**config.mk**
```make
export PLATFORM = sky130hd
export DESIGN_NAME = obj_table
export DESIGN_NICKNAME = d
export VERILOG_FILES = /design/src/design/obj_pkg.sv /design/src/design/obj_table.sv
export SDC_FILE = /design/constraint.sdc
export NUM_CORES = 2
export LEC_CHECK = 0
export BUFFER_PORTS_ARGS = -buffer_cell sky130_fd_sc_hd__buf_4
export CAP_MARGIN = 10
export CORE_ASPECT_RATIO = 1.75
export CORE_MARGIN = 2
export CORE_UTILIZATION = 48
export CTS_BUF_LIST = sky130_fd_sc_hd__clkbuf_16
export DETAILED_ROUTE_END_ITERATION = 7
export SLEW_MARGIN = 20
export SYNTH_ARGS = -nofsm -noshare
export SYNTH_HDL_FRONTEND = slang
export SYNTH_SLANG_ARGS = --single-unit
```
**constraint.sdc**
```tcl
create_clock -name clk -period 36.1 [get_ports clk]
set_input_delay 3.61 -clock clk [delete_from_list [all_inputs] [get_ports clk]]
set_output_delay 3.61 -clock clk [all_outputs]
set_load 0.02 [all_outputs]
```
**src/design/obj_pkg.sv**
```systemverilog
// ********************************************************************
// Sprite engine package: sizes, table and job types, shared helpers
// ********************************************************************
`default_nettype none

package obj_pkg;

    localparam int N_OBJ  = 16;              // Object table entries
    localparam int N_DRAW = 4;               // Draw units
    localparam int LINE_W = 320;             // Visible pixels per line
    localparam int IDX_W  = $clog2(N_OBJ);
    localparam int DRAW_W = $clog2(N_DRAW);
    localparam int ROM_AW = 20;              // Graphics ROM word address

    // One table entry, word 3 at the top down to word 0
    typedef struct packed {
        logic [2:0]  bank;   // Word 3
        logic [5:0]  pal;
        logic [6:0]  pitch;  // Words per sprite row
        logic [15:0] offset; // Word 2, bit 15 is hflip
        logic [4:0]  hzoom;  // Word 1
        logic [1:0]  prio;
        logic [8:0]  xpos;
        logic [7:0]  top;    // Word 0
        logic [7:0]  height; // Zero disables the entry
    } obj_attr_t;

    // Work handed from scanner to a draw unit
    typedef struct packed {
        logic [8:0]  xpos;
        logic [15:0] offset; // Row start, flip kept in bit 15
        logic [2:0]  bank;
        logic [1:0]  prio;
        logic [5:0]  pal;
        logic [4:0]  hzoom;
    } obj_job_t;

    typedef struct packed {
        logic       valid;
        logic [8:0] addr;
        logic [1:0] prio;
        logic [5:0] pal;
        logic [3:0] pxl;
    } pix_wr_t;

    typedef struct packed {
        logic        cyc;
        logic        stb;
        logic        we;
        logic [5:0]  adr; // Entry in [5:2], word in [1:0]
        logic [15:0] dat;
    } wb_req_t;

    typedef struct packed {
        logic        ack;
        logic [15:0] dat;
    } wb_rsp_t;

    // First requester at or after ptr, wrapping around
    function automatic logic [DRAW_W-1:0] rr_pick(input logic [N_DRAW-1:0] req,
                                                  input logic [DRAW_W-1:0] ptr);
        logic [DRAW_W-1:0] idx;
        logic [DRAW_W-1:0] sel;
        sel = ptr;
        for (int k = N_DRAW - 1; k >= 0; k--) begin
            idx = ptr + DRAW_W'(k);
            if (req[idx]) sel = idx; // Lowest distance wins last
        end
        return sel;
    endfunction

endpackage

`default_nettype wire

```
**src/design/obj_table.sv**
```systemverilog
// ********************************************************************
// Object attribute table, Wishbone classic slave with scanner read port
// ********************************************************************
`timescale 1ns/10ps
`default_nettype none

module obj_table import obj_pkg::*; (
    input  logic             clk,
    input  logic             rst,
    input  wb_req_t          wb_req,
    output wb_rsp_t          wb_rsp,
    input  logic [IDX_W-1:0] rd_idx,
    output obj_attr_t        rd_attr
);

    logic [15:0] regs [4*N_OBJ]; // Four words per entry
    logic        wb_hit;

    // New cycle seen, not yet answered
    assign wb_hit = wb_req.cyc & wb_req.stb & ~wb_rsp.ack;

    always_ff @(posedge clk or posedge rst) begin
        if (rst) begin
            wb_rsp.ack <= 1'b0;
            wb_rsp.dat <= '0;
            for (int i = 0; i < 4 * N_OBJ; i++) begin
                regs[i] <= '0; // All heights zero, table disabled
            end
        end else begin
            wb_rsp.ack <= wb_hit; // Single cycle ack
            if (wb_hit) begin
                if (wb_req.we) regs[wb_req.adr] <= wb_req.dat;
                wb_rsp.dat <= regs[wb_req.adr];
            end
        end
    end

    // Whole entry to the scanner, no latency
    assign rd_attr = {regs[{rd_idx, 2'd3}],
                      regs[{rd_idx, 2'd2}],
                      regs[{rd_idx, 2'd1}],
                      regs[{rd_idx, 2'd0}]};

endmodule

`default_nettype wire

```
Yosys cells after proc, flatten, opt, wreduce, memory -nomap -nowiden
Index checks and enable logic that the tools add are counted.

cells by class
  add/sub/neg operators = 0
  multipliers = 0
  divide/modulo/power cells = 0
  magnitude comparators = 6
  equality and inequality tests = 0
  shift-type cells = 0
  muxes and demuxes = 18
  bitwise operators = 8
  reduce and logical (&&, ||, !) cells = 2

operator list
  operator              number
  $bwmux W1024          1
  $bmux W16 S6          5
  $mux W16              11
  $demux W16 S6         1
  $ge A7 B7 Y1 const B  5
  $not A6 Y7            5
  $lt A7 B1 Y1 const B  1
  $and A1 B1 Y1         2
  $reduce_and A2 Y1     1
  $logic_and A1 B1 Y1   1
  $not A1 Y1            1

storage, ports and cells
  bits in registers = 1,041
  bits in latches = 0
  bits in writable memories = 0
  ROM bits = 0
  input bits = 31
  output and inout port bits = 81
  word-level logic and storage cells = 100
  memories = 0

Logic depth before layout (Yosys ltp)
  depth after elaboration = 6
  gate-level depth with buffers = 11
  mapped depth without buffers = 7

Worst setup path after synthesis
No wires, ideal clock.

  path type = input to output
  from = in rd_idx[0]
  to = out rd_attr[16] (netlist bit)
  arrival = 5.372 ns
  required time = 32.490 ns
  setup slack = 27.118 ns
  cell stages on the path = 5
  buffers on the path = 3
  cells stage by stage = clkbuf_1 buf_2 buf_2 mux4_2 mux4_2

RTL lines
  element          line             text
  start, declared  obj_table.sv:12  input logic [IDX_W-1:0] rd_idx,
  end, declared    obj_table.sv:13  output obj_attr_t rd_attr

==> flow_metrics.py <==
metrics = {
    "sta": {
        "worst_slack_ns": 24.99,
        "min_period_over_period": 0.308,
        "relSlewSlack": 0.147,
        "hold_violations": 0,
        "finalSetupViolations": 0,
        "finalClockSkew_ns": 0.0318,
        "min_period_ns": 11.11,
        "finalMaxSlewViolations": 0,
        "setup_tns_ns": 0,
        "max_freq_mhz": 90.0,
        "rsz0062_at_grt": "false",
        "tightest_slew_ns": 1.27,
    },
    "cells_and_area": {
        "utilization": 0.532,
        "final_nets": 3704,
        "postLayoutCellArea_um2": 60700,
        "multi_input_area_um2": 27500,
        "area_delta_synth_final_pct": 9.86,
        "seq_area_um2": 26100,
        "drive_gt1_frac": 0.527,
        "fillers": 9479,
    },
    "synth": {
        "synth_xor_area_frac": 0,
        "synth-simple-area-share": 0.0229,
        "ys.warnings.count": 0,
        "async_reset_ff_frac": 1.00,
        "synthesis.nets": 3768,
        "synth_compound_area_frac": 0.0579,
        "ys_ff_latch": 1041,
        "synthAdderAreaFrac": 0,
        "syn_area_um2": 55300,
        "post_synth_mux_area_share": 0.411,
        "synth_cell_types": 66,
        "syn_inst": 3737,
        "syn_avg_cell_area_um2": 14.8,
        "ys.flop_type": "dfrtp_1",
        "synth_edf_count": 0,
        "yosysSeqAreaShare": 0.471,
        "synth_top_family_by_area": "multiplexers",
    },
    "power_and_ir_drop": {
        "power.density_nw_per_um2": 44.2,
        "p_leak_uw": 0.0277,
        "power.total_uw": 2680,
        "peakVddDrop_v": 0.0000402,
    },
    "setup_path": {
        "crit_fanout": 87,
        "arrival_ns": 7.50,
        "worstPathRequired_ns": 32.49,
        "crit_start": "rd_idx[0]",
        "r2r-end": "regs[698]$_DFFE_PP0P_",
        "r2r_start": "wb_rsp[16]$_DFF_PP0_",
        "worstSetupPathType": "in -> out",
        "crit_path_end_kind": "output port",
        "reg2regPathDepth": 9,
        "r2r_slack_ns": 31.86,
        "crit_path_start_kind": "input port",
    },
    "global_route": {
        "grt.total_usage": 0.400,
        "antenna_found_initial": 16,
        "grt-ovfl-total": 0,
        "grt_max_degree": 177,
        "grt_pass1_vias": 39900,
        "grtUsageMet3": 0.118,
        "grt_use_met1": 0.485,
        "grt_pass1_wl_um": 324000,
        "met2_usage": 0.599,
        "top_usage_layer": "met2",
    },
    "die": {
        "io_pins": 112,
        "start_util": 0.484,
        "core_um2": 114000,
        "die_area_um2": 118000,
        "num_rows": 164,
        "fp.dieW_um": 260,
        "die_y_um": 453,
    },
    "placement": {
        "io_buffers": 111,
        "placed_area_um2": 57300,
        "gp_congestion": 0.947,
        "dpl.hpwl_um": 146000,
        "place_ws_ns": 24.94,
    },
    "route": {
        "drt_iter0_drc": 5463,
        "postRouteWirelength_um": 235000,
        "num_vias": 39400,
        "drc_errors": 0,
        "ant_nets": 0,
        "wl_per_cell_um": 44.6,
        "first_pass_iters": 8,
        "vias_per_cell": 7.49,
    },
    "clock_tree": {
        "cts-root-buf": "clkbuf_16",
        "htreeDepth": 3,
        "post_cts_resized": 0,
        "clock_path_buffers": 3,
        "post_cts_buffers": 0,
        "postCtsHoldBufs": 0,
        "clock_latency_ns": 0.75,
        "cts_made_buffers": 101,
        "cts.sinks": 1041,
        "cts.reportedPaths.clkPinSlew_ns": 0.06,
        "cts_tree": "built",
    },
    "worst_hold_path": {
        "timing.hold.worst_endpoint": "regs[80]$_DFFE_PP0P_",
        "hp-class": "reg -> reg",
        "worstHoldPathCells": 1,
        "worstHoldStart": "regs[80]$_DFFE_PP0P_",
    },
    "status": {
        "outcome": "finished, final reports clean",
    },
    "job": {
        "drv_cap": 0,
    },
}
==> worst max-delay path by stage <==
stage	slack (ns)	depth (start not counted)	endpoint
floorplan	3.19	1	regs[0]$_DFFE_PP0P_
global placement	24.97	6	rd_attr[36]
detailed placement	24.94	6	rd_attr[36]
CTS	24.93	6	rd_attr[36]
global route	24.69	6	rd_attr[10]
finish	24.99	6	rd_attr[42]
==> cell families (layout without fill, tap and decap cells) <==
group | count (synthesis) | count (layout)
buf+inv | 401 | 423
other cells | 0 | 9
mux | 1621 | 1621
flops | 1041 | 1041
compound gates | 436 | 436
simple gates | 238 | 238
==> per-stage QoR <==
stage | cells | hold WS (ns)
after floorplan | 3737 | 0.483
after global placement | 5061 | 0.502
after detailed placement | 5063 | 0.513
after CTS | 5252 | 0.527
after global routing | 5254 | 0.535
final | 5262 | 0.528
==> layer usage <==
metal / share of wire / vias to the layer above
li1: - / 14400
met1: 0.35 / 21000
met2: 0.45 / 3026
met3: 0.11 / 947
met4: 0.094 / 8
met5: 0.00034 / -
==> layout by cell type, fill, tap and decap left out, types with 42 or more instances in the layout <==
master,Yosys,layout
nor2_4,6,44
dfrtp_1,1041,1041
clkbuf_16,0,105
nor2_1,53,50
o21ai_0,57,57
mux4_2,410,410
a21oi_1,57,57
mux2_2,1099,1099
o22ai_1,42,42
a221oi_1,112,112
nand2_1,67,57
buf_4,70,216
mux2i_1,111,111
a22oi_1,58,58
==> cell type report <==
| class | instances | share of cell area |
|---|---|---|
| flip-flops and latches | 1041 | 0.429 |
| clock inverters | 84 | 0.0122 |
| repair buffers | 229 | 0.0307 |
| inverters | 5 | 0.000474 |
| clock buffers | 105 | 0.0433 |
| multi-input cells | 2295 | 0.453 |
| diodes | 9 | 0.000371 |
| well taps | 1494 | 0.0308 |
==> cell usage after synthesis (5+ instances only) <==
cell       number  area, µm²
mux2_2       1099      12400
dfrtp_1      1041      26000
mux4_2        410       9230
clkbuf_1      178        668
a221oi_1      112        981
mux2i_1       111       1110
buf_2         100        500
buf_4          70        526
nand2_1        67        251
a22oi_1        58        435
a21oi_1        57        285
o21ai_0        57        285
nor2_1         53        199
o22ai_1        42        263
nor2_2         38        238
buf_1          33        124
a22o_1         20        175
buf_6          15        169
nand3_1        14       70.1
a221o_1        12        120
a31oi_1        10       62.6
nand2_2        10       62.6
o32a_1         10        100
o211ai_1        9       67.6
and3_1          8       50.1
o221ai_1        7       61.3
a211oi_1        6       45.0
nor2_4          6       67.6
nor2b_1         6       37.5
nor3_1          5       25.0
o2bb2ai_1       5       43.8
==> critical path, stage by stage <==
cell and delay [ns]:
buf_8 0.65, buf_12 0.68, buf_4 0.87, mux4_2 0.61, mux4_2 0.64, buf_4 0.22
==> state kept, by name, summed over array words and instances (netlist names) <==
name and cells:
regs 1024, wb_rsp 17
==> power breakdown <==
group,leakage [µW],internal (µW),switching (µW)
clock,0.00173,619,495
sequential,0.0144,1220,49.6
combinational,0.0116,123,180
(Power assumes the default switching activity.)
