[config.mk]
export PLATFORM = sky130hd
export DESIGN_NAME = obj_scan
export DESIGN_NICKNAME = d
export VERILOG_FILES = /design/src/design/obj_pkg.sv /design/src/design/obj_scan.sv
export SDC_FILE = /design/constraint.sdc
export NUM_CORES = 1
export LEC_CHECK = 0
export ABC_CLOCK_PERIOD_IN_PS = 5200
export BUFFER_PORTS_ARGS = -buffer_cell sky130_fd_sc_hd__buf_2
export CAP_MARGIN = 20
export CORE_ASPECT_RATIO = 0.75
export CORE_MARGIN = 3
export CORE_UTILIZATION = 54
export CTS_CLUSTER_SIZE = 28
export DETAILED_ROUTE_END_ITERATION = 7
export PLACE_DENSITY_LB_ADDON = 0.1
export SKIP_LAST_GASP = 1
export SLEW_MARGIN = 20
export SYNTH_ARGS = -nofsm -noshare
export SYNTH_HDL_FRONTEND = slang
export SYNTH_SLANG_ARGS = --single-unit
[constraint.sdc]
create_clock -name clk -period 5.2 [get_ports clk]
set_input_delay 0.26 -clock clk [delete_from_list [all_inputs] [get_ports clk]]
set_output_delay 0.26 -clock clk [all_outputs]
set_load 0.005 [all_outputs]
[src/design/obj_pkg.sv]
// ********************************************************************
// Sprite engine package: sizes, table and job types, shared helpers
// ********************************************************************
`default_nettype none

package obj_pkg;

    localparam int N_OBJ  = 16;              // Object table entries
    localparam int N_DRAW = 4;               // Draw units
    localparam int LINE_W = 320;             // Visible pixels per line
    localparam int IDX_W  = $clog2(N_OBJ);
    localparam int DRAW_W = $clog2(N_DRAW);
    localparam int ROM_AW = 20;              // Graphics ROM word address

    // One table entry, word 3 at the top down to word 0
    typedef struct packed {
        logic [2:0]  bank;   // Word 3
        logic [5:0]  pal;
        logic [6:0]  pitch;  // Words per sprite row
        logic [15:0] offset; // Word 2, bit 15 is hflip
        logic [4:0]  hzoom;  // Word 1
        logic [1:0]  prio;
        logic [8:0]  xpos;
        logic [7:0]  top;    // Word 0
        logic [7:0]  height; // Zero disables the entry
    } obj_attr_t;

    // Work handed from scanner to a draw unit
    typedef struct packed {
        logic [8:0]  xpos;
        logic [15:0] offset; // Row start, flip kept in bit 15
        logic [2:0]  bank;
        logic [1:0]  prio;
        logic [5:0]  pal;
        logic [4:0]  hzoom;
    } obj_job_t;

    typedef struct packed {
        logic       valid;
        logic [8:0] addr;
        logic [1:0] prio;
        logic [5:0] pal;
        logic [3:0] pxl;
    } pix_wr_t;

    typedef struct packed {
        logic        cyc;
        logic        stb;
        logic        we;
        logic [5:0]  adr; // Entry in [5:2], word in [1:0]
        logic [15:0] dat;
    } wb_req_t;

    typedef struct packed {
        logic        ack;
        logic [15:0] dat;
    } wb_rsp_t;

    // First requester at or after ptr, wrapping around
    function automatic logic [DRAW_W-1:0] rr_pick(input logic [N_DRAW-1:0] req,
                                                  input logic [DRAW_W-1:0] ptr);
        logic [DRAW_W-1:0] idx;
        logic [DRAW_W-1:0] sel;
        sel = ptr;
        for (int k = N_DRAW - 1; k >= 0; k--) begin
            idx = ptr + DRAW_W'(k);
            if (req[idx]) sel = idx; // Lowest distance wins last
        end
        return sel;
    endfunction

endpackage

`default_nettype wire

[src/design/obj_scan.sv]
// ********************************************************************
// Line scanner: finds sprites on the line and dispatches draw jobs
// ********************************************************************
`timescale 1ns/10ps
`default_nettype none

module obj_scan import obj_pkg::*; (
    input  logic              clk,
    input  logic              rst,
    input  logic              hstart,
    input  logic [7:0]        vline,
    output logic [IDX_W-1:0]  rd_idx,
    input  obj_attr_t         rd_attr,
    input  logic [N_DRAW-1:0] unit_busy,
    output logic [N_DRAW-1:0] start,
    output obj_job_t          job,
    output logic              scan_done
);

    logic [IDX_W-1:0]  idx;
    logic              active;
    logic [N_DRAW-1:0] start_q;
    obj_job_t          job_q;
    logic [7:0]        rel;      // Line within the sprite
    logic [8:0]        bottom;
    logic              hit;
    logic [14:0]       row_off;
    logic [N_DRAW-1:0] idle;
    logic [DRAW_W-1:0] free_idx;
    logic              dispatch;

    assign rel    = vline - rd_attr.top;
    assign bottom = {1'b0, rd_attr.top} + {1'b0, rd_attr.height};
    assign hit    = (rd_attr.height != 8'd0) && (vline >= rd_attr.top) &&
                    ({1'b0, vline} < bottom);

    // Row start wraps in 15 bits
    assign row_off = rd_attr.offset[14:0] + 15'(rel * rd_attr.pitch);

    // Unit started last cycle shows busy only from next cycle
    assign idle = ~unit_busy & ~start_q;

    always_comb begin
        free_idx = '0;
        for (int i = N_DRAW - 1; i >= 0; i--) begin
            if (idle[i]) free_idx = DRAW_W'(i); // Lowest number wins
        end
    end

    assign dispatch = active && hit && (|idle);

    always_ff @(posedge clk or posedge rst) begin
        if (rst) begin
            idx     <= '0;
            active  <= 1'b0;
            start_q <= '0;
        end else if (hstart) begin
            idx     <= '0;  // Restart from entry 0
            active  <= 1'b1;
            start_q <= '0;
        end else begin
            start_q <= '0;
            if (dispatch) start_q <= N_DRAW'(1) << free_idx;
            // A hit with no free unit holds the index
            if (active && (!hit || dispatch)) begin
                if (idx == IDX_W'(N_OBJ - 1)) begin
                    active <= 1'b0;
                end else begin
                    idx <= idx + 1'b1;
                end
            end
        end
    end

    always_ff @(posedge clk) begin
        if (dispatch) begin
            job_q.xpos   <= rd_attr.xpos;
            job_q.offset <= {rd_attr.offset[15], row_off}; // Flip kept
            job_q.bank   <= rd_attr.bank;
            job_q.prio   <= rd_attr.prio;
            job_q.pal    <= rd_attr.pal;
            job_q.hzoom  <= rd_attr.hzoom;
        end
    end

    assign rd_idx    = idx;
    assign start     = start_q;
    assign job       = job_q;
    // Held low until the last start has turned into busy
    assign scan_done = ~active & ~(|start_q) & ~hstart;

endmodule

`default_nettype wire

# == Word-level counts from Yosys, hierarchy flattened ==
# Index checks and enable logic that the tools add are counted.
# Widths: inputs -> output; s select.
# classes
muxes,12
n_addsub,4
bitwise,8
eq_ne,2
multipliers,1
reduce_logical,14
shift,1
n_lt_le_gt_ge,2
# ops
operator,count
$mux 4,5
$add 15x15->15,1
$mul 8x7->15,1
$add 8x8->9,1
$lt 8x9->1,1
$ge 8x8->1,1
$mux 2,4
$not 4->4,2
$reduce_bool 8->1,1
$reduce_or 4->1,2
$sub 8x8->8,1
$logic_and 1x1->1,5
$add 4x1->4 const B,1
$and 4x4->4,1
$eq 4x4->1 const B,1
$reduce_and 2->1,2
$reduce_bool 2->1,2
$shl 1x2->4 const A,1
$mux 1,3
$not 1->1,3
$and 1x1->1,2
$ne 2x2->1 const B,1
$logic_not 1->1,1
$logic_or 1x1->1,1
# totals
wordCells,53
out_inout_bits,50
input_bits,79
reg_bits,50

# == Logic depth before layout (Yosys ltp) ==
# depth
ltp_word,9
depth_mapped,25
mapped_depth_nobuf,25

# == Worst setup path after synthesis ==
# No wires, ideal clock.
# synth_timing
kind,input-to-reg
startpoint,in rd_attr[0] in the netlist's numbering
endpoint,reg job_q (netlist bit job[0]) (enable)
t_arrival_ns,5.217
t_required_ns,4.710
cell_stages,12
setup_ns,0.490
path_slack_ns,-0.507
path_buffers,0
cell_sequence,ha_1 fa_1 a211oi_2 o21bai_1 a21oi_1 xor2_1 ha_1 a211oi_1 and3_1 o21ai_0 o211a_1 nor3_1
# synth_via
elab_chain_len,5
elab_cells_between_ends,7
cone_classes,add/sub: 1; order compare: 1; reduce/logical: 5
# synth_rtl
element,line_no,rtl
"start, declared",obj_scan.sv:13,"input obj_attr_t rd_attr,"
$add 8x8->9 or $reduce_bool 8->1 (tied branches),"obj_scan.sv:33, obj_scan.sv:34",
$lt 8x9->1 or $logic_and 1x1->1 (tied branches),"obj_scan.sv:35, obj_scan.sv:34",
$logic_and 1x1->1 (*),obj_scan.sv:34,assign hit = (rd_attr.height != 8'd0) && (vline >= rd_attr.top) &&
$logic_and 1x1->1 (*) (2 in a row),obj_scan.sv:50,assign dispatch = active && hit && (|idle);
via dispatch,obj_scan.sv:30,logic dispatch;
"end, declared",obj_scan.sv:23,obj_job_t job_q;
# Mark *: on every way through the listed nets, which the timed path passes. The rest lies on a longest branch.
# A chain may end at the register's enable or synchronous reset.

# == Final worst setup path ==
# layout_timing
startpoint,in vline[0]
endpoint,reg job_q (netlist bit job[29]) (data pin)
# layout_via
elab_chain_len,3
# layout_rtl
element,line_no,rtl
"start, declared",obj_scan.sv:11,"input logic [7:0] vline,"
$sub 8x8->8,obj_scan.sv:32,assign rel = vline - rd_attr.top;
$mul 8x7->15,obj_scan.sv:38,assign row_off = rd_attr.offset[14:0] + 15'(rel * rd_attr.pitch);
$add 15x15->15,obj_scan.sv:38,
via row_off[13],obj_scan.sv:27,logic [14:0] row_off;
# The timed path passes the listed nets, and every way through them passes these cells.

==> impl_metrics.json <==
{
  "setup_viol": 0,
  "multi_input_area_sq_mm": 0.00304,
  "die-height_microns": 86.8,
  "netlist_instances": 450,
  "synth_edf_count": 41,
  "cts_root_buf": "clkbuf_16",
  "gp_congestion": 0.848,
  "layout_common_cells": "buf_2 (124), inv_1 (87), ha_1 (53)",
  "post-route-cell-area_sq_mm": 0.00620,
  "dp_cells": 721,
  "slew_violations": 0,
  "insertedDiodeCount": 0,
  "fmax_mhz": 193,
  "worst_ep_arrival_time_ns": 5.23,
  "dieArea_sq_mm": 0.00988,
  "cts_tree": "yes",
  "io_buffers": 128,
  "crit_type": "in -> reg",
  "ys_ff_latch": 50,
  "antenna_found_initial": 0,
  "wl_per_cell_microns": 14.2,
  "dr.first_iter.drc_count": 199,
  "viasPerCell": 5.16,
  "layout-drive-gt1-share_pct": 35.3,
  "clockBufferDepth": 2,
  "top_level_ports": 129,
  "fin_util_pct": 76.0,
  "core_region_area_sq_mm": 0.00816,
  "ant_nets": 0,
  "synth-main-ff-cell": "edfxtp_1",
  "slew_headroom_pct": 59.9,
  "worst_pin_slew_ns": 0.596,
  "yosysTopAreaCellShare_pct": 26.2,
  "fin_crit_sh_pct": 99.8,
  "crit_fanout": 4,
  "first_pass_iters": 4,
  "critPathMostFrequentCell": "fa_1",
  "grt_pass1_vias": 3703,
  "cp_slowest_stage_delay_ns": 0.54,
  "grt_pass1_wl_mm": 16.8,
  "cap_violations": 0,
  "grt_start_max_net_pins": 42,
  "place_area_sq_mm": 0.00580,
  "gr-total-overflow": 0,
  "rsz0062_at_grt": "true",
  "start_util_pct": 57.6,
  "htree_levels": 2,
  "synth_fp_nets": 631,
  "ys_async_sr_fraction_pct": 18.0,
  "synth_top_cell_by_area": "edfxtp_1",
  "die_w_microns": 114,
  "final_common_cell": "buf_2",
  "seq_area_frac_synth_pct": 31.0,
  "power_mw": 3.43,
  "drc": 0,
  "worst_hold_slack_ns": 0.136,
  "syn-cell-area_sq_mm": 0.00470,
  "pwr_density_cell_mw_per_mm2": 553,
  "fill_cells": 598,
  "stdcell_count": 739,
  "numClockSinks": 50,
  "cp-end-kind": "flop",
  "synth_warnings": 0,
  "layout_min_cycle_time_ns": 5.19,
  "vias": 3814,
  "place_hpwl_mm": 8.40,
  "crit_slowest_cell": "fa_1",
  "cp.required_ns": 5.24,
  "finalNetCount": 814,
  "post_synth_num_cell_types": 42,
  "track_usage_pct": 20.9,
  "avgSynthCellArea_sq_um": 10.5,
  "numCtsBuffers": 5,
  "vdd_drop_max_mv": 0.647,
  "path_clk_slew_ns": 0.07,
  "row_count": 28,
  "clkLatencyLatePin_ns": 0.29,
  "synth_area_leaders": "edfxtp_1 (26%), fa_1 (19%), ha_1 (15%), inv_1 (7.4%), dfrtp_1 (4.8%)",
  "cp-start-kind": "primary input",
  "areaGrowthSynthToFinish_pct": 31.8,
  "crit_chain": "buf_8 > inv_4 > ha_4 > fa_2 > nor2b_4 > o31ai_4 > nand2_1 > a21oi_2 > xnor2_2 > buf_4 > buf_4 > and2_1 > fa_1 > fa_1 > fa_1 > inv_1 > fa_1 > inv_1 > ha_1 > or4_4 > a31o_1 > a21oi_2 > xnor2_1",
  "outcome": "completed",
  "leakagePower_nw": 3.08,
  "hold_violations": 0,
  "drt-total-wl_mm": 10.5,
  "fin_skew_ns": 0.00366,
  "regArea_sq_mm": 0.00146,
  "hp-class": "in -> reg"
}
==> worst max-delay path, delay by kind of cell <==
kind	cells	cell delay, ns
AO/OA/AOI/OAI	4	0.49
adder cells (fa/ha/maj)	7	2.81
buffers and inverters	6	0.48
XOR/XNOR	2	0.24
AND/OR/NAND/NOR	4	0.95
==> flip-flops by register name (all words and copies together) (netlist names) <==
| name | count |
|---|---|
| job | 41 |
| rd_idx | 4 |
| start | 4 |
| active | 1 |
==> final cells by class <==
cell class                 instances  share of cell area [%]
inverter                          93                    5.71
clock buffer                       5                    2.02
multi-input combinational        306                    49.0
tap                              105                    2.12
timing repair buffer             177                    16.9
clock inverter                     3                   0.706
sequential                        50                    23.5
==> cells by family (layout without fill, tap and decap cells) <==
group / count (synthesis) / count (layout) / synth area share (%)
compound gates: 58 / 58 / 8.94
simple gates: 121 / 121 / 13.8
fa+ha+maj: 102 / 102 / 34.1
flops: 50 / 50 / 31.0
buf+inv: 94 / 278 / 7.50
mux: 1 / 1 / 0.213
xor+xnor: 24 / 24 / 4.47
==> Yosys cell counts, drive strengths merged (4+ instances only) <==
cell	n
dfrtp	9
nor2	19
nor3	7
o31ai	4
and2	29
ha	58
nand4	4
inv	93
nand2	23
nand2b	8
a21o	4
a21oi	18
fa	44
xor2	8
nor4	4
or3	4
nor2b	14
edfxtp	41
o21ai	15
xnor2	16
==> through the flow <==
stage	setup TNS, ns	setup WS (ns)
3_3_place_gp	-0.664	-0.297
5_1_grt	-0.226	-0.172
2_1_floorplan	-0.0523	-0.0523
4_1_cts	-0.0635	-0.0635
3_5_place_dp	-1.30	-0.430
6_report	0	0.0126
==> what timing repair did <==
item,in CTS,in global routing
buffers inserted,6,3
endpoints found under the hold margin,9,0
resized for setup,18,23
pin swaps,33,18
endpoints found under the setup margin,2,3
cloned,0,0
hold buffers,1,0
==> power breakdown <==
group / leakage (nW) / switching, mW / total (mW) / internal [mW]
Sequential: 0.505 / 0.0198 / 0.658 / 0.638
Combinational: 2.50 / 1.16 / 2.40 / 1.24
Clock: 0.0842 / 0.147 / 0.375 / 0.228
Total: 3.08 / 1.32 / 3.43 / 2.10
==> worst paths after layout <==
kind | startpoint | end | slack (ns) | cells past startpoint
min in group asynchronous | rst | start[1]$_DFF_PP0_ | 0.50 | 3
worst min register to register | start[0]$_DFF_PP0_ | start[0]$_DFF_PP0_ | 0.48 | 1
worst max-delay path | vline[0] | job[29]$_DFFE_PP_ | 0.01 | 23
max in group asynchronous | rst | rd_idx[1]$_DFFE_PP0P_ | 4.44 | 3
worst max register to register | start[2]$_DFF_PP0_ | rd_idx[1]$_DFFE_PP0P_ | 3.13 | 7
worst min-delay path | unit_busy[0] | start[0]$_DFF_PP0_ | 0.14 | 2
==> layer usage <==
metal	global-route usage, %	share of wire, %	vias to the layer above
li1	-	-	1849
met1	28.4	44	1847
met2	36.6	49	108
met3	2.37	5.3	10
met4	4.85	1.2	0
met5	0	0	-
Note: power is estimated with default switching activity, not from simulation.
