### src/design/obj_pkg.sv
// ********************************************************************
// Sprite engine package: sizes, table and job types, shared helpers
// ********************************************************************
`default_nettype none

package obj_pkg;

    localparam int N_OBJ  = 16;              // Object table entries
    localparam int N_DRAW = 4;               // Draw units
    localparam int LINE_W = 320;             // Visible pixels per line
    localparam int IDX_W  = $clog2(N_OBJ);
    localparam int DRAW_W = $clog2(N_DRAW);
    localparam int ROM_AW = 20;              // Graphics ROM word address

    // One table entry, word 3 at the top down to word 0
    typedef struct packed {
        logic [2:0]  bank;   // Word 3
        logic [5:0]  pal;
        logic [6:0]  pitch;  // Words per sprite row
        logic [15:0] offset; // Word 2, bit 15 is hflip
        logic [4:0]  hzoom;  // Word 1
        logic [1:0]  prio;
        logic [8:0]  xpos;
        logic [7:0]  top;    // Word 0
        logic [7:0]  height; // Zero disables the entry
    } obj_attr_t;

    // Work handed from scanner to a draw unit
    typedef struct packed {
        logic [8:0]  xpos;
        logic [15:0] offset; // Row start, flip kept in bit 15
        logic [2:0]  bank;
        logic [1:0]  prio;
        logic [5:0]  pal;
        logic [4:0]  hzoom;
    } obj_job_t;

    typedef struct packed {
        logic       valid;
        logic [8:0] addr;
        logic [1:0] prio;
        logic [5:0] pal;
        logic [3:0] pxl;
    } pix_wr_t;

    typedef struct packed {
        logic        cyc;
        logic        stb;
        logic        we;
        logic [5:0]  adr; // Entry in [5:2], word in [1:0]
        logic [15:0] dat;
    } wb_req_t;

    typedef struct packed {
        logic        ack;
        logic [15:0] dat;
    } wb_rsp_t;

    // First requester at or after ptr, wrapping around
    function automatic logic [DRAW_W-1:0] rr_pick(input logic [N_DRAW-1:0] req,
                                                  input logic [DRAW_W-1:0] ptr);
        logic [DRAW_W-1:0] idx;
        logic [DRAW_W-1:0] sel;
        sel = ptr;
        for (int k = N_DRAW - 1; k >= 0; k--) begin
            idx = ptr + DRAW_W'(k);
            if (req[idx]) sel = idx; // Lowest distance wins last
        end
        return sel;
    endfunction

endpackage

`default_nettype wire

### src/design/obj_draw.sv
// ********************************************************************
// Sprite draw unit: fetches graphics words, applies flip and zoom
// ********************************************************************
`timescale 1ns/10ps
`default_nettype none

module obj_draw import obj_pkg::*; (
    input  logic              clk,
    input  logic              rst,
    input  logic              hstart,
    input  logic              start,
    input  obj_job_t          job,
    output logic              busy,
    output logic              rom_cs,
    output logic [ROM_AW-1:0] rom_addr,
    input  logic              rom_ok,
    input  logic [15:0]       rom_data,
    output pix_wr_t           wr,
    input  logic              wr_ready
);

    typedef enum logic [1:0] {
        S_IDLE,
        S_FETCH,
        S_DRAW
    } draw_st_t;

    draw_st_t    state;
    logic [1:0]  cnt;       // Pixel within the word
    obj_job_t    job_q;
    logic [15:0] cur;       // Word address, bit 15 is flip
    logic [15:0] pxl_data;
    logic [5:0]  hzacc;
    logic [8:0]  xaddr;
    logic        hflip;
    logic [3:0]  cur_pxl;
    logic [6:0]  hzsum;
    logic        hzov;
    logic        pix_on;
    logic        step;
    logic        last;

    assign hflip   = cur[15];
    assign cur_pxl = hflip ? pxl_data[3:0] : pxl_data[15:12];

    // Zoom accumulator, carry drops the pixel
    assign hzsum = {1'b0, hzacc} + {2'd0, job_q.hzoom};
    assign hzov  = hzsum[6];

    assign pix_on = ~hzov && (cur_pxl != 4'hF); // F is transparent
    assign step   = (state == S_DRAW) && (!pix_on || wr_ready); // Stall on back-pressure
    assign last   = (cnt == 2'd3);

    always_ff @(posedge clk or posedge rst) begin
        if (rst) begin
            state <= S_IDLE;
            cnt   <= '0;
        end else if (hstart) begin
            state <= S_IDLE;  // Line over, drop any work
        end else if (start) begin
            state <= S_FETCH;
        end else begin
            case (state)
                S_FETCH: begin
                    if (rom_ok) begin
                        state <= S_DRAW;
                        cnt   <= '0;
                    end
                end
                S_DRAW: begin
                    if (step) begin
                        cnt <= cnt + 1'b1;
                        if (last) begin
                            // F in the last pixel ends the sprite
                            state <= (cur_pxl == 4'hF) ? S_IDLE : S_FETCH;
                        end
                    end
                end
                default: ;
            endcase
        end
    end

    always_ff @(posedge clk) begin
        if (start) begin
            job_q <= job;
            cur   <= job.offset;
            xaddr <= job.xpos;
            hzacc <= {job.hzoom[3:0], 2'd0};
        end else if (state == S_FETCH && rom_ok) begin
            pxl_data <= rom_data;
        end else if (step) begin
            hzacc <= hzsum[5:0];
            if (!hzov) xaddr <= xaddr + 1'b1; // Zoomed pixels close up
            pxl_data <= hflip ? {4'h0, pxl_data[15:4]} : {pxl_data[11:0], 4'h0};
            if (last) begin
                cur[14:0] <= hflip ? cur[14:0] - 15'd1 : cur[14:0] + 15'd1;
            end
        end
    end

    assign busy     = (state != S_IDLE);
    assign rom_cs   = (state == S_FETCH); // Falls the cycle after ok
    assign rom_addr = {2'b00, job_q.bank[1:0], job_q.bank[2], cur[14:0]};

    always_comb begin
        wr.valid = (state == S_DRAW) && pix_on;
        wr.addr  = xaddr;
        wr.prio  = job_q.prio;
        wr.pal   = job_q.pal;
        wr.pxl   = cur_pxl;
    end

endmodule

`default_nettype wire

### config.mk
export PLATFORM = sky130hd
export DESIGN_NAME = obj_draw
export DESIGN_NICKNAME = d
export VERILOG_FILES = /design/src/design/obj_pkg.sv /design/src/design/obj_draw.sv
export SDC_FILE = /design/constraint.sdc
export NUM_CORES = 1
export LEC_CHECK = 0
export ABC_AREA = 0
export BUFFER_PORTS_ARGS = -buffer_cell sky130_fd_sc_hd__buf_2
export CORE_MARGIN = 4
export CORE_UTILIZATION = 34
export DETAILED_ROUTE_END_ITERATION = 10
export PLACE_DENSITY = 0.66
export SYNTH_ARGS = -nofsm -noshare
export SYNTH_HDL_FRONTEND = slang
export SYNTH_SLANG_ARGS = --single-unit
### constraint.sdc
create_clock -name clk -period 5.3 [get_ports clk]
set_input_delay 0.53 -clock clk [delete_from_list [all_inputs] [get_ports clk]]
set_output_delay 0.53 -clock clk [all_outputs]
set_load 0.02 [all_outputs]
# After elaboration in Yosys (flattened, before gate mapping)
# Cells that the tools add are included.
# classes
add_sub_neg	5
mul	0
n_div	0
n_lt_le_gt_ge	0
n_eq_ne	12
shifts	0
mux	26
bitwise	4
n_reduce_logical	19
# op_table
op	count
15-bit 2-to-1 mux	5
16-bit 2-to-1 mux	3
9-bit 2-to-1 mux	4
6-bit 2-to-1 mux	3
15-bit by 1-bit adder with 15-bit output, second input constant	1
15-bit by 1-bit subtractor with 15-bit output, second input constant	1
2-bit 2-to-1 mux	7
4-bit inequality test, second input constant	3
2-bit nonzero test	5
9-bit by 1-bit adder with 9-bit output, second input constant	1
2-bit case mux with 2 select lines	2
6-bit by 5-bit adder with 7-bit output	1
2-bit inequality test, second input constant	3
2-bit AND reduction	3
3-bit AND reduction	2
5-bit AND reduction	1
2-bit equality test, second input constant	2
4-bit equality test, second input constant	1
1-bit logical AND	4
4-bit 2-to-1 mux	1
4-bit by 3-bit inequality test with 1-bit output, second input constant	1
1-bit inverter	4
4-bit AND reduction	1
4-bit nonzero test	1
6 further kinds	6
# word_totals
reg_bits	67
latchBits	0
ramBits	0
romBits	0
input_bits	63
output_inout_bits	44
wordCells	78
mem_count	0

# Logic depth before layout (Yosys ltp)
# depth
depth_word	10
mapped_depth	7
depth_no_buf	7

# Worst setup path before layout
# Ideal clock, no wire load.
# synth_timing
kind	register -> register
start	register job_q[0] in the netlist's numbering
end	register cur[0], enable pin
t_arrival_ns	2.402
required_time_ns	4.848
slack_ns	2.446
path_stages_with_launch	7
path_cell_list	edfxtp_1 ha_1 fa_1 a21oi_2 o22ai_2 o41ai_4 o21ai_0
# synth_between
elab_chain_cells	8
# synth_rtl
item	line	source
start: declaration	obj_draw.sv:30	obj_job_t job_q;
start signal: assignment	obj_draw.sv:86	job_q <= job;
6-bit by 5-bit adder with 7-bit output	obj_draw.sv:47	assign hzsum = {1'b0, hzacc} + {2'd0, job_q.hzoom};
1-bit inverter	obj_draw.sv:50	assign pix_on = ~hzov && (cur_pxl != 4'hF);
1-bit logical AND	obj_draw.sv:50	
1-bit logical NOT	obj_draw.sv:51	assign step = (state == S_DRAW) && (!pix_on || wr_ready);
1-bit logical OR	obj_draw.sv:51	
1-bit logical AND	obj_draw.sv:51	
2-bit nonzero test (no source line)	-	
3-bit AND reduction (no source line)	-	
end signal: assignment	obj_draw.sv:87	cur <= job.offset;
end signal: assignment	obj_draw.sv:97	cur[14:0] <= hflip ? cur[14:0] - 15'd1 : cur[14:0] + 15'd1;
end: declaration	obj_draw.sv:31	logic [15:0] cur;
# No other way between the ends.
# A chain may end at the register's enable or synchronous reset.

==> results by group <==
Global routing
  – Largest net degree at the start of global routing: 47
  – Total gr overflow: 0
  – Vias in the first global route: 3,217
  – First-pass GRT wire length: 15.42 mm
  – GRT Util Overall: 0.1353
  – Initial antenna violation count: 0

Die
  – CORE AREA: 11,960 um2
  – Core Rows: 40
  – Die Ht: 118.3 um
  – Die Area: 13,990 um2
  – Starting Density: 0.3458
  – Die width: 118.3 um
  – IO Pins: 107

Clocking
  – Clock sink count: 67
  – Total setup buffers inserted after CTS: 0
  – Root buffer cell: clkbuf_16
  – CTS resizes: 0
  – CTS max path bufs: 2
  – CTS clk-pin slew, worst paths: 50 ps
  – Clk Latency, worst-skew pair: 330 ps
  – CTS tree: done
  – CTS buffer count: 9
  – Hold buffer count at cts: 0
  – H-tree depth: 3

Power
  – Comb pwr share: 0.244
  – Switch Pwr: 473.4 uW
  – Internal power: 1155 uW
  – Worst IR Drop VDD: 0.0001281 V
  – Total power: 1628 uW
  – Clock power share: 0.345
  – Lkg Pwr: 0.002041 uW
  – Switching part of the total: 0.2908
  – Reg power frac: 0.411
  – PwrDens: 333.0 nW/um2

Yosys
  – Post-synth top flop: edfxtp_1
  – Synth Register Bits: 67
  – Cells after Synth: 397
  – Synth Cell Area: 4136 um2
  – Post-synth EDFFs: 61
  – Yosys cell types: 52
  – Ys Warns: 0
  – Mean Syn Cell Area: 10.42 um2
  – Register area share after synthesis: 0.4767
  – Asr flop ratio synth: 0.05970

Layout
  – Filler cells: 1,187
  – Layout cells sized above 1: 0.2860
  – Fin nets: 563
  – Area growth syn-to-layout: 18.21%
  – ANT cells: 0

Detailed routing
  – Initial DRT Pass Iterations: 4
  – Routed Wire Length: 9.292 mm
  – # DRC: 0
  – DRT iter0 DRCs: 171
  – Via count: 3,136
  – Final ANT Viol Nets: 0
  – Routed len/inst: 14.84 um
  – Vias/cell: 5.010

Job
  – Max Cap Viol: 0

Status
  – Outcome: finished clean

Critical path
  – Data required time of the worst path: 4770 ps
  – Bufs and invs on worst path: 2
  – Crit path arrival time: 2370 ps
  – CP max-delay cell: edfxtp_1
  – CP startpoint kind: register
  – CP top delay family: simple AND/OR/NAND/NOR gates
  – CP endpoint kind: output port
  – CP Max Fanout: 23
  – Critical-path cell list: buf_4 > nand2b_4 > nor2_1 > or3b_1 > nor2_1 > buf_2
  – Worst path max stage delay: 690 ps
  – WS Path Type: register to output port
  – Cell repeated most along the worst path: nor2_1

Timing
  – Hold Fails Final Rpt: 0
  – Setup TNS: 0 ps
  – Relative slew slack: 0.4176
  – Pins Over Slew Limit: 0
  – RSZ-0062 raised after global routing: false
  – Fmax: 344.9 MHz
  – Final Cycle Share: 0.5471
  – Setup-failing EPs final: 0
  – Worst Skew: 5.706 ps
  – Actual slew at the worst max-slew pin: 873.6 ps
  – Min Clock Period, post-route: 2900 ps

Place
  – Placer Congestion: 0.8741
  – Dpl hpwl: 7.071 mm
  – IO Port Bufs: 104

Min path
  – Hold crit path type: input pin to async pin
-- path summary, 6_finish.rpt --
path | from | to | slack (ps) | depth (start not counted)
min reg2reg | hzacc[0]$_SDFFE_PP0P_ | hzacc[0]$_SDFFE_PP0P_ | 510 | 2
max | cur[15]$_DFFE_PP_ | wr[21] | 2400 | 6
max in group asynchronous | rst | cnt[0]$_DFFE_PP0P_ | 5060 | 2
max reg2reg | job_q[0]$_DFFE_PP_ | cur[9]$_DFFE_PP_ | 2660 | 7
min | rst | state[1]$_DFFE_PP0P_ | 80 | 2
min in group clk | job[14] | rom_addr[17]$_DFFE_PP_ | 380 | 1
-- routing by layer --
metal / global-route usage / wire, um / part of all wire / up-vias
met5: 0 / 0 / 0 / -
met4: 0.05861 / 239 / 0.026 / 0
met3: 0.04067 / 522 / 0.056 / 17
met2: 0.2172 / 4523 / 0.49 / 102
met1: 0.1684 / 4006 / 0.43 / 1447
li1: - / - / - / 1570
-- sequential cells by signal, indices dropped and copies added (netlist names) --
signal    count
state         2
job_q         5
xaddr         9
pxl_data     16
cnt           2
wr            8
rom_addr      3
hzacc         6
cur          16
-- Yosys cell counts (3+ instances only) --
cell type | number | area share
nor2_1 | 14 | 0.013
ha_1 | 23 | 0.070
xor2_1 | 7 | 0.015
buf_4 | 28 | 0.051
clkbuf_1 | 13 | 0.012
nand3_1 | 12 | 0.015
edfxtp_1 | 61 | 0.44
o21ai_0 | 43 | 0.052
nand2b_1 | 6 | 0.0091
o211ai_1 | 4 | 0.0073
inv_1 | 14 | 0.013
nor3_1 | 4 | 0.0048
xnor2_1 | 12 | 0.025
a31oi_1 | 5 | 0.0076
o21bai_1 | 3 | 0.0054
a211oi_1 | 4 | 0.0073
a21oi_1 | 15 | 0.018
nand2_1 | 58 | 0.053
o31ai_1 | 5 | 0.0091
dfrtp_1 | 4 | 0.024
a21oi_2 | 3 | 0.0064
a21o_1 | 4 | 0.0073
mux2i_1 | 12 | 0.029
mux2_2 | 7 | 0.019
-- cells by family after synthesis --
kind of cell             after synthesis  share of synthesized area
XOR/XNOR                              19                    0.04023
AND/OR/NAND/NOR                      111                     0.1249
AO/OA/AOI/OAI                         98                     0.1525
adder cells (fa/ha/maj)               25                    0.07925
multiplexers                          19                    0.04810
flip-flops                            67                     0.4767
other                                  1                  0.0009066
buffers and inverters                 57                    0.07743
-- placed cells by master, fill, tap and decap left out, types with 3 or more instances in the layout --
cell type    n
a211oi_1     4
a21o_1       4
a21oi_1     15
a21oi_2      3
a31oi_1      5
buf_2      104
buf_4        5
clkbuf_16    9
dfrtp_1      4
edfxtp_1    61
ha_1        23
inv_1       14
mux2_2       7
mux2i_1     12
nand2_1     58
nand2b_1     6
nand3_1     12
nor2_1      14
nor3_1       4
o211ai_1     4
o21ai_0     42
o21bai_1     3
o31ai_1      5
xnor2_1     12
xor2_1       7
-- stage by stage --
step	std cells	instance area (um2)	hold slack (ps)	setup WS, ps	util
3_5_place_dp	611	4614	427.0	2685	0.3858
3_3_place_gp	611	4614	419.7	2716	0.3858
5_1_grt	626	4890	88.53	2263	0.4088
4_1_cts	626	4890	72.37	2364	0.4088
2_1_floorplan	398	4140	296.1	2446	-
6_report	626	4890	79.12	2400	0.4088
-- area by class of cell --
cell class	count	area (um2)	area share
inverters	14	52.55	0.01075
multi-input cells	274	1848	0.3779
clock buffers	11	232.7	0.04759
well taps	147	183.9	0.03762
repair buffers	109	558.0	0.1141
flip-flops and latches	67	1972	0.4033
clock inverters	4	42.54	0.008700
-- power by group through the flow --
stage,registers [uW],clock network [uW],logic (uW)
floorplan,678,0,306
CTS,670,577,399
global placement,678,0,387
finish,669,561,397
detailed placement,680,0,396
global route,675,605,443
No activity file was read; power rests on OpenSTA's default activity.
