<file path="src/design/obj_pkg.sv">
// ********************************************************************
// Sprite engine package: sizes, table and job types, shared helpers
// ********************************************************************
`default_nettype none

package obj_pkg;

    localparam int N_OBJ  = 16;              // Object table entries
    localparam int N_DRAW = 4;               // Draw units
    localparam int LINE_W = 320;             // Visible pixels per line
    localparam int IDX_W  = $clog2(N_OBJ);
    localparam int DRAW_W = $clog2(N_DRAW);
    localparam int ROM_AW = 20;              // Graphics ROM word address

    // One table entry, word 3 at the top down to word 0
    typedef struct packed {
        logic [2:0]  bank;   // Word 3
        logic [5:0]  pal;
        logic [6:0]  pitch;  // Words per sprite row
        logic [15:0] offset; // Word 2, bit 15 is hflip
        logic [4:0]  hzoom;  // Word 1
        logic [1:0]  prio;
        logic [8:0]  xpos;
        logic [7:0]  top;    // Word 0
        logic [7:0]  height; // Zero disables the entry
    } obj_attr_t;

    // Work handed from scanner to a draw unit
    typedef struct packed {
        logic [8:0]  xpos;
        logic [15:0] offset; // Row start, flip kept in bit 15
        logic [2:0]  bank;
        logic [1:0]  prio;
        logic [5:0]  pal;
        logic [4:0]  hzoom;
    } obj_job_t;

    typedef struct packed {
        logic       valid;
        logic [8:0] addr;
        logic [1:0] prio;
        logic [5:0] pal;
        logic [3:0] pxl;
    } pix_wr_t;

    typedef struct packed {
        logic        cyc;
        logic        stb;
        logic        we;
        logic [5:0]  adr; // Entry in [5:2], word in [1:0]
        logic [15:0] dat;
    } wb_req_t;

    typedef struct packed {
        logic        ack;
        logic [15:0] dat;
    } wb_rsp_t;

    // First requester at or after ptr, wrapping around
    function automatic logic [DRAW_W-1:0] rr_pick(input logic [N_DRAW-1:0] req,
                                                  input logic [DRAW_W-1:0] ptr);
        logic [DRAW_W-1:0] idx;
        logic [DRAW_W-1:0] sel;
        sel = ptr;
        for (int k = N_DRAW - 1; k >= 0; k--) begin
            idx = ptr + DRAW_W'(k);
            if (req[idx]) sel = idx; // Lowest distance wins last
        end
        return sel;
    endfunction

endpackage

`default_nettype wire

</file>
<file path="src/design/obj_rom_arb.sv">
// ********************************************************************
// Round-robin arbiter sharing the graphics ROM port among draw units
// ********************************************************************
`timescale 1ns/10ps
`default_nettype none

module obj_rom_arb import obj_pkg::*; (
    input  logic              clk,
    input  logic              rst,
    input  logic [N_DRAW-1:0] req_cs,
    input  logic [ROM_AW-1:0] req_addr [N_DRAW],
    output logic [N_DRAW-1:0] req_ok,
    output logic              rom_cs,
    output logic [ROM_AW-1:0] rom_addr,
    input  logic              rom_ok
);

    logic [DRAW_W-1:0] gnt;     // Unit owning the ROM port
    logic [N_DRAW-1:0] others;  // Requests excluding the owner

    assign rom_cs   = req_cs[gnt];
    assign rom_addr = req_addr[gnt];
    assign others   = req_cs & ~(N_DRAW'(1) << gnt);

    // ok goes back to the owner only
    always_comb begin
        req_ok      = '0;
        req_ok[gnt] = rom_ok & rom_cs;
    end

    always_ff @(posedge clk or posedge rst) begin
        if (rst) begin
            gnt <= '0;
        end else if ((rom_ok || !req_cs[gnt]) && (|others)) begin
            gnt <= rr_pick(others, gnt + 1'b1); // Next in turn
        end
    end

endmodule

`default_nettype wire

</file>
<file path="config.mk">
export PLATFORM = sky130hd
export DESIGN_NAME = obj_rom_arb
export DESIGN_NICKNAME = d
export VERILOG_FILES = /design/src/design/obj_pkg.sv /design/src/design/obj_rom_arb.sv
export SDC_FILE = /design/constraint.sdc
export NUM_CORES = 1
export LEC_CHECK = 0
export ABC_AREA = 1
export ABC_CLOCK_PERIOD_IN_PS = 4300
export BUFFER_PORTS_ARGS = -buffer_cell sky130_fd_sc_hd__clkbuf_2
export CAP_MARGIN = 20
export CORE_MARGIN = 4
export CORE_UTILIZATION = 36
export CTS_CLUSTER_DIAMETER = 100
export DETAILED_ROUTE_END_ITERATION = 10
export PLACE_DENSITY_LB_ADDON = 0.12
export SLEW_MARGIN = 25
export SYNTH_ARGS = -nofsm -noshare
export SYNTH_HDL_FRONTEND = slang
export SYNTH_SLANG_ARGS = --single-unit
</file>
<file path="constraint.sdc">
create_clock -name clk -period 4.3 [get_ports clk]
set_clock_uncertainty 0.15 [all_clocks]
set_input_delay 0.43 -clock clk [delete_from_list [all_inputs] [get_ports clk]]
set_output_delay 0.43 -clock clk [all_outputs]
set_load 0.01 [all_outputs]
</file>
-- Yosys cells after proc, flatten, opt, wreduce, memory -nomap -nowiden
Cells that the tools add are included.
- bits in registers: 2
- bits in latches: 0
- bits in writable memories: 0
- ROM bits: 0
- bits of input ports: 87
- output and inout bits: 25
- word-level logic and storage cells: 42
- memories kept: 0
- add/subtract/negate cells: 4
- multipliers: 0
- divide/modulo/power cells: 0
- magnitude comparators: 7
- equality and inequality tests: 0
- shift-type cells: 1
- multiplexer cells: 19
- bitwise operators: 5
- reduce and logical (&&, ||, !) cells: 5
- operators by type and width (operator ; count):
    20-bit binary-select mux with 2-bit select ; 1
    20-bit two-way mux ; 2
    2-bit by 3-bit less-than comparator with 1-bit output, second input constant ; 5
    1-bit binary-select mux with 2-bit select ; 5
    4-bit AND ; 2
    2-bit two-way mux ; 4
    1-bit two-way mux ; 6
    2-bit by 1-bit adder with 2-bit output, second input constant ; 2
    2-bit adder, second input constant ; 2
    4-bit NOT ; 1
    4-bit OR reduction ; 1
    1-bit by 2-bit left shift with 4-bit output, first input constant ; 1
    3-bit greater-or-equal comparator, second input constant ; 1
    2-bit NOT with 3-bit output ; 1
    1-bit demux with 2-bit select ; 1
    2-bit by 1-bit greater-or-equal comparator with 1-bit output, second input constant ; 1
    1-bit logical AND ; 2
    1-bit AND ; 1
    1-bit zero test ; 1
    1-bit logical OR ; 1

-- Logic depth before layout (Yosys ltp)
Gate-level depths: netlist of the first run.
- word-level depth: 9
- mapped depth: 15
- mapped depth without buffers: 13

-- Least setup slack after synthesis of the first run
OpenSTA, ideal clock, no wires.
- path type: register to register
- from: reg gnt[1]
- to: reg gnt[0]
- library setup time: 0.113 ns
- data arrival time: 1.723 ns
- data required time: 4.037 ns
- setup slack: 2.314 ns
- cell stages (with the launch flop): 12
- path buffers: 1
- clock period less this slack: 1.986 ns
- cells stage by stage: dfrtp_1 -> inv_1 -> clkbuf_1 -> ha_1 -> xor2_1 -> inv_1 -> nand2_1 -> nand2_1 -> nand2_2 -> nand4_1 -> nand2_1 -> inv_1
- longest elaborated chain between the ends: 9
- elaborated cells on any way between the ends: 25
- those cells by class: add/sub: 4; shift: 1; mux: 14; bitwise: 2; reduce/logical: 4
- ends and longest elaborated chain (item ; RTL line ; RTL):
    start, declared ; obj_rom_arb.sv:18 ; logic [DRAW_W-1:0] gnt;
    start signal, assigned ; obj_rom_arb.sv:35 ; gnt <= rr_pick(others, gnt + 1'b1);
    parallel branches: the longest is 9 deep, another holds 2-bit by 1-bit adder with 2-bit output ; - ;
Several ways; the timed one is not identified. The select of a mux whose other input is x is not followed.
A chain may end at the register's enable or synchronous reset.

-- Final worst setup path of the first run
Same ends and word-level chain as after synthesis.

==> impl_metrics.py, run 1 <==
metrics = {
    "status": {
        "status": "complete, no violations",
    },
    "cts": {
        "cts_tree": "done",
        "cts_resized": 0,
        "clkTransAtPathRegs_ps": 30,
        "root_buffer": "clkbuf_4",
        "insertion_delay_ps": 230,
        "numCtsBuffers": 3,
        "cts.sinks": 2,
        "cts_buffer_depth": 2,
        "cts_max_level": 1,
        "post_cts_buffers": 0,
    },
    "global_routing": {
        "grt_start_max_net_pins": 53,
        "grt_use_total_pct": 18.5,
        "overflow": 0,
        "grt_pass1_wl_mm": 5.25,
        "antenna_found_initial": 0,
        "grt_pass1_vias": 1244,
    },
    "logic_synthesis": {
        "syn_inst": 189,
        "yosysSeqAreaShare_pct": 5.21,
        "synth_edf_count": 0,
        "synth_area_um2": 961,
        "ys.flop_type": "dfrtp_1",
        "syn_avg_cell_area_um2": 5.08,
        "yosysWarnings": 0,
        "ys_seq_elements": 2,
        "async_flop_share_pct": 100,
        "synth.distinct_cells": 21,
        "syn-num-nets": 280,
    },
    "sta": {
        "final-setup-viol-count": 0,
        "period_needed_ps": 2800,
        "relSlewSlack_pct": 54.9,
        "final_hold_viol_count": 0,
        "timing.hold.ws_ps": 379,
        "finalCritPeriodShare_pct": 65.0,
        "tightest_slew_ps": 677,
        "slew_viol_final": 0,
        "finalSetupTns_ps": 0,
        "fmax_ghz": 0.358,
        "rsz0062_at_grt": "no",
    },
    "critical_path": {
        "crit_type": "flip-flop to flip-flop",
        "worstPathArrival_ps": 2770,
        "cp_max_fo": 25,
        "slowest_delay_ps": 760,
        "cp_data_required_time_ps": 4270,
        "crit_path_top_delay_cell": "dfrtp_1",
        "cp.buffers_inverters": 3,
        "cp_cell_sequence": "inv_1, ha_1, xor2_1, inv_1, nand2_1, nand2_1, nand2_2, nand4_1, nand2_1, inv_1",
        "crit_path_end_kind": "flip-flop",
        "crit_path_start_kind": "flip-flop",
        "path_delay_family": "flip-flops",
    },
    "placed_design": {
        "port_buffers": 111,
        "place_area_um2": 1490,
        "gp_routability_congestion": 0.862,
        "dpl.cell_count": 317,
        "post-dp-hpwl_mm": 2.83,
    },
    "cells_and_area": {
        "drive_above_1_share_pct": 41.6,
        "largest_reg_flops": 2,
        "layout_common_cells": "clkbuf_2, nor2_1, o21ai_0, nand2_1, o22ai_1",
        "diodes": 0,
        "area_delta_synth_final_pct": 58.1,
        "top_register": "gnt",
        "nNetsFinal": 384,
        "fin_area_um2": 1520,
        "top_regs": "gnt: 2 flops",
        "final_common_cell": "clkbuf_2",
        "stdcell_count": 321,
    },
    "route": {
        "wl_per_cell_um": 11.4,
        "ant_nets": 0,
        "wl_met3_um": 450,
        "routed_wirelength_mm": 3.67,
        "met2_length_mm": 1.67,
        "vias": 1580,
        "met1Wirelength_mm": 1.54,
        "top_layer": "met3",
        "remaining_drc_errors": 0,
        "drt_first_pass_iters": 4,
        "vias_per_cell": 4.92,
        "drt-initial-drc-count": 90,
    },
    "floorplan": {
        "die-area_um2": 3560,
        "core-area_um2": 2520,
        "die_w_um": 59.7,
        "die_h_um": 59.7,
        "num_rows": 18,
        "start_util_pct": 38.1,
        "io-pin-count": 112,
    },
    "min_path": {
        "min-delay-path-class": "input pin to flip-flop",
    },
    "pwr": {
        "ir_worst_vdd_v": 0.000633,
        "p_per_area_nw_per_um2": 700,
        "cellLeakagePower_nw": 0.885,
    },
    "flow_run": {
        "drv_cap": 0,
    },
}
## kinds of logic (layout without fill, tap and decap cells)
group / count (synthesis) / after routing / share of synthesized area [%]
xor+xnor: 1 / 1 / 0.912
fa+ha+maj: 4 / 4 / 5.21
flops: 2 / 2 / 5.21
buf+inv: 27 / 129 / 12.9
compound gates: 64 / 64 / 36.3
simple gates: 91 / 91 / 39.5
## path summary, 6_finish.rpt
path                           to  startpoint  slack (ps)  depth (start not counted)
max reg2reg                gnt[0]      gnt[1]        1500                         10
max                        gnt[0]      gnt[1]        1500                         10
min in group asynchronous  gnt[1]         rst         440                          3
min                        gnt[1]      rom_ok         380                          4
max in group asynchronous  gnt[0]         rst        3430                          3
min reg2reg                gnt[0]      gnt[0]         720                          4
## report_power, final
| part | leakage (nW) | switching (mW) | internal (mW) | total, mW |
|---|---|---|---|---|
| sequential | 0.0233 | 0.0318 | 0.0303 | 0.0621 |
| clock | 0.0138 | 0.0125 | 0.0309 | 0.0433 |
| combinational | 0.848 | 0.597 | 0.360 | 0.957 |
| total | 0.885 | 0.642 | 0.421 | 1.06 |
## cell usage after synthesis (2+ instances only)
| cell | count | share of area (%) |
|---|---|---|
| clkbuf_1 | 10 | 3.9 |
| inv_1 | 12 | 4.7 |
| ha_1 | 4 | 5.2 |
| o22ai_1 | 20 | 13 |
| nor2_1 | 45 | 18 |
| o21ai_1 | 2 | 1.0 |
| o21ai_0 | 40 | 21 |
| dfrtp_1 | 2 | 5.2 |
| nand3_2 | 3 | 3.1 |
| nand4_1 | 2 | 1.3 |
| nand3_1 | 9 | 4.7 |
| nand2_1 | 31 | 12 |
## routing by layer
layer  global-route usage (%)  vias up
li1                         -      849
met1                     21.8      665
met2                     33.0       66
met3                     6.91        0
met4                    0.949        0
met5                        0        -
## worst register-to-register path, stage by stage (launching register included)
cell,delay [ps]
dfrtp_1,760
inv_1,510
ha_1,510
xor2_1,240
inv_1,90
nand2_1,80
nand2_1,60
nand2_2,70
nand4_1,90
nand2_1,100
inv_1,40
## per-stage QoR
stage | power (mW) | util [%] | setup WS, ps
floorplan | 0.770 | - | 2310
global placement | 1.02 | 58.9 | 1580
detailed placement | 1.02 | 58.9 | 1510
CTS | 1.07 | 60.2 | 1490
global route | 1.19 | 60.2 | 1180
finish | 1.06 | 60.2 | 1500
## what timing repair did
item,4_1_cts,5_1_grt
setup endpoints to repair,0,0
hold buffers,1,0
endpoints found under the hold margin,2,0
## final cells by class
class                      count  area (um2)
inverter                      13        48.8
timing repair buffer         113         573
clock buffer                   3        22.5
multi-input combinational    160         787
tap                           30        37.5
sequential                     2        50.0
fill                         288        1000
No activity file was read; power rests on OpenSTA's default activity.
==> run 2, diff against run 1 <==
--- a/config.mk
+++ b/config.mk
@@ -6,11 +6,11 @@
 export NUM_CORES = 1
 export LEC_CHECK = 0
 export ABC_AREA = 1
-export ABC_CLOCK_PERIOD_IN_PS = 4300
+export ABC_CLOCK_PERIOD_IN_PS = 2600
 export BUFFER_PORTS_ARGS = -buffer_cell sky130_fd_sc_hd__clkbuf_2
 export CAP_MARGIN = 20
 export CORE_MARGIN = 4
-export CORE_UTILIZATION = 36
+export CORE_UTILIZATION = 34
 export CTS_CLUSTER_DIAMETER = 100
 export DETAILED_ROUTE_END_ITERATION = 10
 export PLACE_DENSITY_LB_ADDON = 0.12
==> constraint.sdc (replaced) <==
create_clock -name clk -period 2.6 [get_ports clk]
set_clock_uncertainty 0.15 [all_clocks]
set_input_delay 0.26 -clock clk [delete_from_list [all_inputs] [get_ports clk]]
set_output_delay 0.26 -clock clk [all_outputs]
set_load 0.01 [all_outputs]
==> run 2 against run 1 <==
Sequential power decreased by 5.2%. Wire length increased by 5.8%. Non-clock buffer count increased by 3. Cell count increased by 1.2%. Via count increased by 4.9%. Combinational power increased by 76%.
==> impl_metrics.py, run 2 (synthesis gave the netlist of run 1 again) <==
metrics = {
    "floorplan": {
        "die_w_um": 61.2,
        "core-area_um2": 2730,
        "start_util_pct": 35.1,
        "die_h_um": 61.2,
        "num_rows": 19,
        "io-pin-count": 112,
        "die-area_um2": 3740,
    },
    "placed_design": {
        "place_area_um2": 1510,
        "post-dp-hpwl_mm": 3.16,
        "port_buffers": 111,
        "gp_routability_congestion": 0.883,
    },
    "cts": {
        "cts_tree": "done",
        "insertion_delay_ps": 210,
        "cts_resized": 0,
        "clkTransAtPathRegs_ps": 30,
        "post_cts_buffers": 0,
        "numCtsBuffers": 3,
        "cts_max_level": 1,
        "root_buffer": "clkbuf_4",
        "cts_hold_buf": 1,
        "cts.sinks": 2,
        "cts_buffer_depth": 2,
    },
    "critical_path": {
        "path_delay_family": "buffers and inverters",
        "crit_path_top_delay_cell": "buf_4",
        "crit_type": "flip-flop to output port",
        "cp_max_fo": 52,
        "crit_path_start_kind": "flip-flop",
        "worstPathArrival_ps": 1650,
        "crit_top_cell": "nand2_1",
        "cp_data_required_time_ps": 2190,
        "cp.buffers_inverters": 3,
        "cp_cell_sequence": "buf_4, nand2_1, nand3_1, nand2_1, inv_1, nand2_1, nor2_1, clkbuf_2",
        "slowest_delay_ps": 420,
        "crit_path_end_kind": "output port",
    },
    "route": {
        "drt-initial-drc-count": 80,
        "routed_wirelength_mm": 3.88,
        "wl_per_cell_um": 11.9,
        "vias": 1658,
        "drt_first_pass_iters": 4,
        "ant_nets": 0,
        "remaining_drc_errors": 0,
        "vias_per_cell": 5.10,
    },
    "sta": {
        "tightest_slew_ps": 472,
        "fmax_ghz": 0.484,
        "final_hold_viol_count": 0,
        "slew_viol_final": 0,
        "finalSetupTns_ps": 0,
        "finalCritPeriodShare_pct": 79.4,
        "period_needed_ps": 2060,
        "relSlewSlack_pct": 68.5,
        "rsz0062_at_grt": "no",
        "timing.hold.ws_ps": 240,
        "final-setup-viol-count": 0,
    },
    "pwr": {
        "cellLeakagePower_nw": 0.899,
        "p_per_area_nw_per_um2": 1170,
        "ir_worst_vdd_v": 0.00121,
    },
    "status": {
        "status": "complete, no violations",
    },
    "min_path": {
        "min-delay-path-class": "input pin to flip-flop",
    },
    "global_routing": {
        "grt_pass1_wl_mm": 6.23,
        "antenna_found_initial": 0,
        "grt_start_max_net_pins": 53,
        "overflow": 0,
        "grt_use_total_pct": 21.4,
        "grt_pass1_vias": 1531,
    },
    "cells_and_area": {
        "top_register": "gnt",
        "largest_reg_flops": 2,
        "fin_area_um2": 1540,
        "nNetsFinal": 387,
        "drive_above_1_share_pct": 42.2,
        "fin_util_pct": 56.4,
        "top_regs": "gnt: 2 flops",
        "area_delta_synth_final_pct": 60.5,
        "layout_common_cells": "clkbuf_2, nor2_1, o21ai_0, nand2_1, o22ai_1",
        "final_common_cell": "clkbuf_2",
        "diodes": 0,
    },
    "flow_run": {
        "drv_cap": 0,
    },
}
-- run 2: cell count changes in the layout (fill, tap and decap cells not counted) --
cell and change:
buf_4 +3
-- run 2: cell type report --
cell class	count	area [um2]
clock buffers	3	22.5
fillers	312	1190
inverters	13	48.8
multi-input cells	160	787
flip-flops and latches	2	50.0
well taps	31	38.8
repair buffers	116	596
-- run 2: path summary, 6_finish.rpt --
check                            start  cells after the start  slack (ps)        end
worst max-delay path            gnt[0]                      8         540  req_ok[0]
worst min-delay path            rom_ok                      4         240     gnt[1]
worst max register to register  gnt[0]                     10         590     gnt[0]
worst min register to register  gnt[1]                      3         610     gnt[1]
max in group asynchronous          rst                      3        1910     gnt[0]
min in group asynchronous          rst                      3         280     gnt[1]
-- run 2: where the power goes --
group | total, mW | switching [mW] | internal (mW)
clock | 0.0637 | 0.0132 | 0.0506
combinational | 1.68 | 1.06 | 0.624
sequential | 0.0589 | 0.00800 | 0.0509
total | 1.80 | 1.08 | 0.725
-- run 2: worst min-delay path, stage by stage --
cell	delay [ps]
clkbuf_2	100
o21ai_2	80
nand2_1	60
nand2_1	50
-- run 2: per-layer routing --
metal  global-route usage [%]  vias to the layer above  part of all wire [%]  routed length (um)
met5                        0                        -                     0                   0
met4                     3.41                        0                   1.7                  66
met3                     8.18                        6                    10                 407
met2                     40.3                       67                    49                1900
met1                     22.7                      732                    39                1500
li1                         -                      853                     -                   -
-- run 2: metrics by stage --
stage | instances | total power [mW] | worst slack (ps)
final | 325 | 1.80 | 535
after global routing | 325 | 2.04 | 312
after CTS | 325 | 1.81 | 511
after detailed placement | 321 | 1.73 | 600
after global placement | 321 | 1.73 | 626
after floorplan | 189 | 1.27 | 614
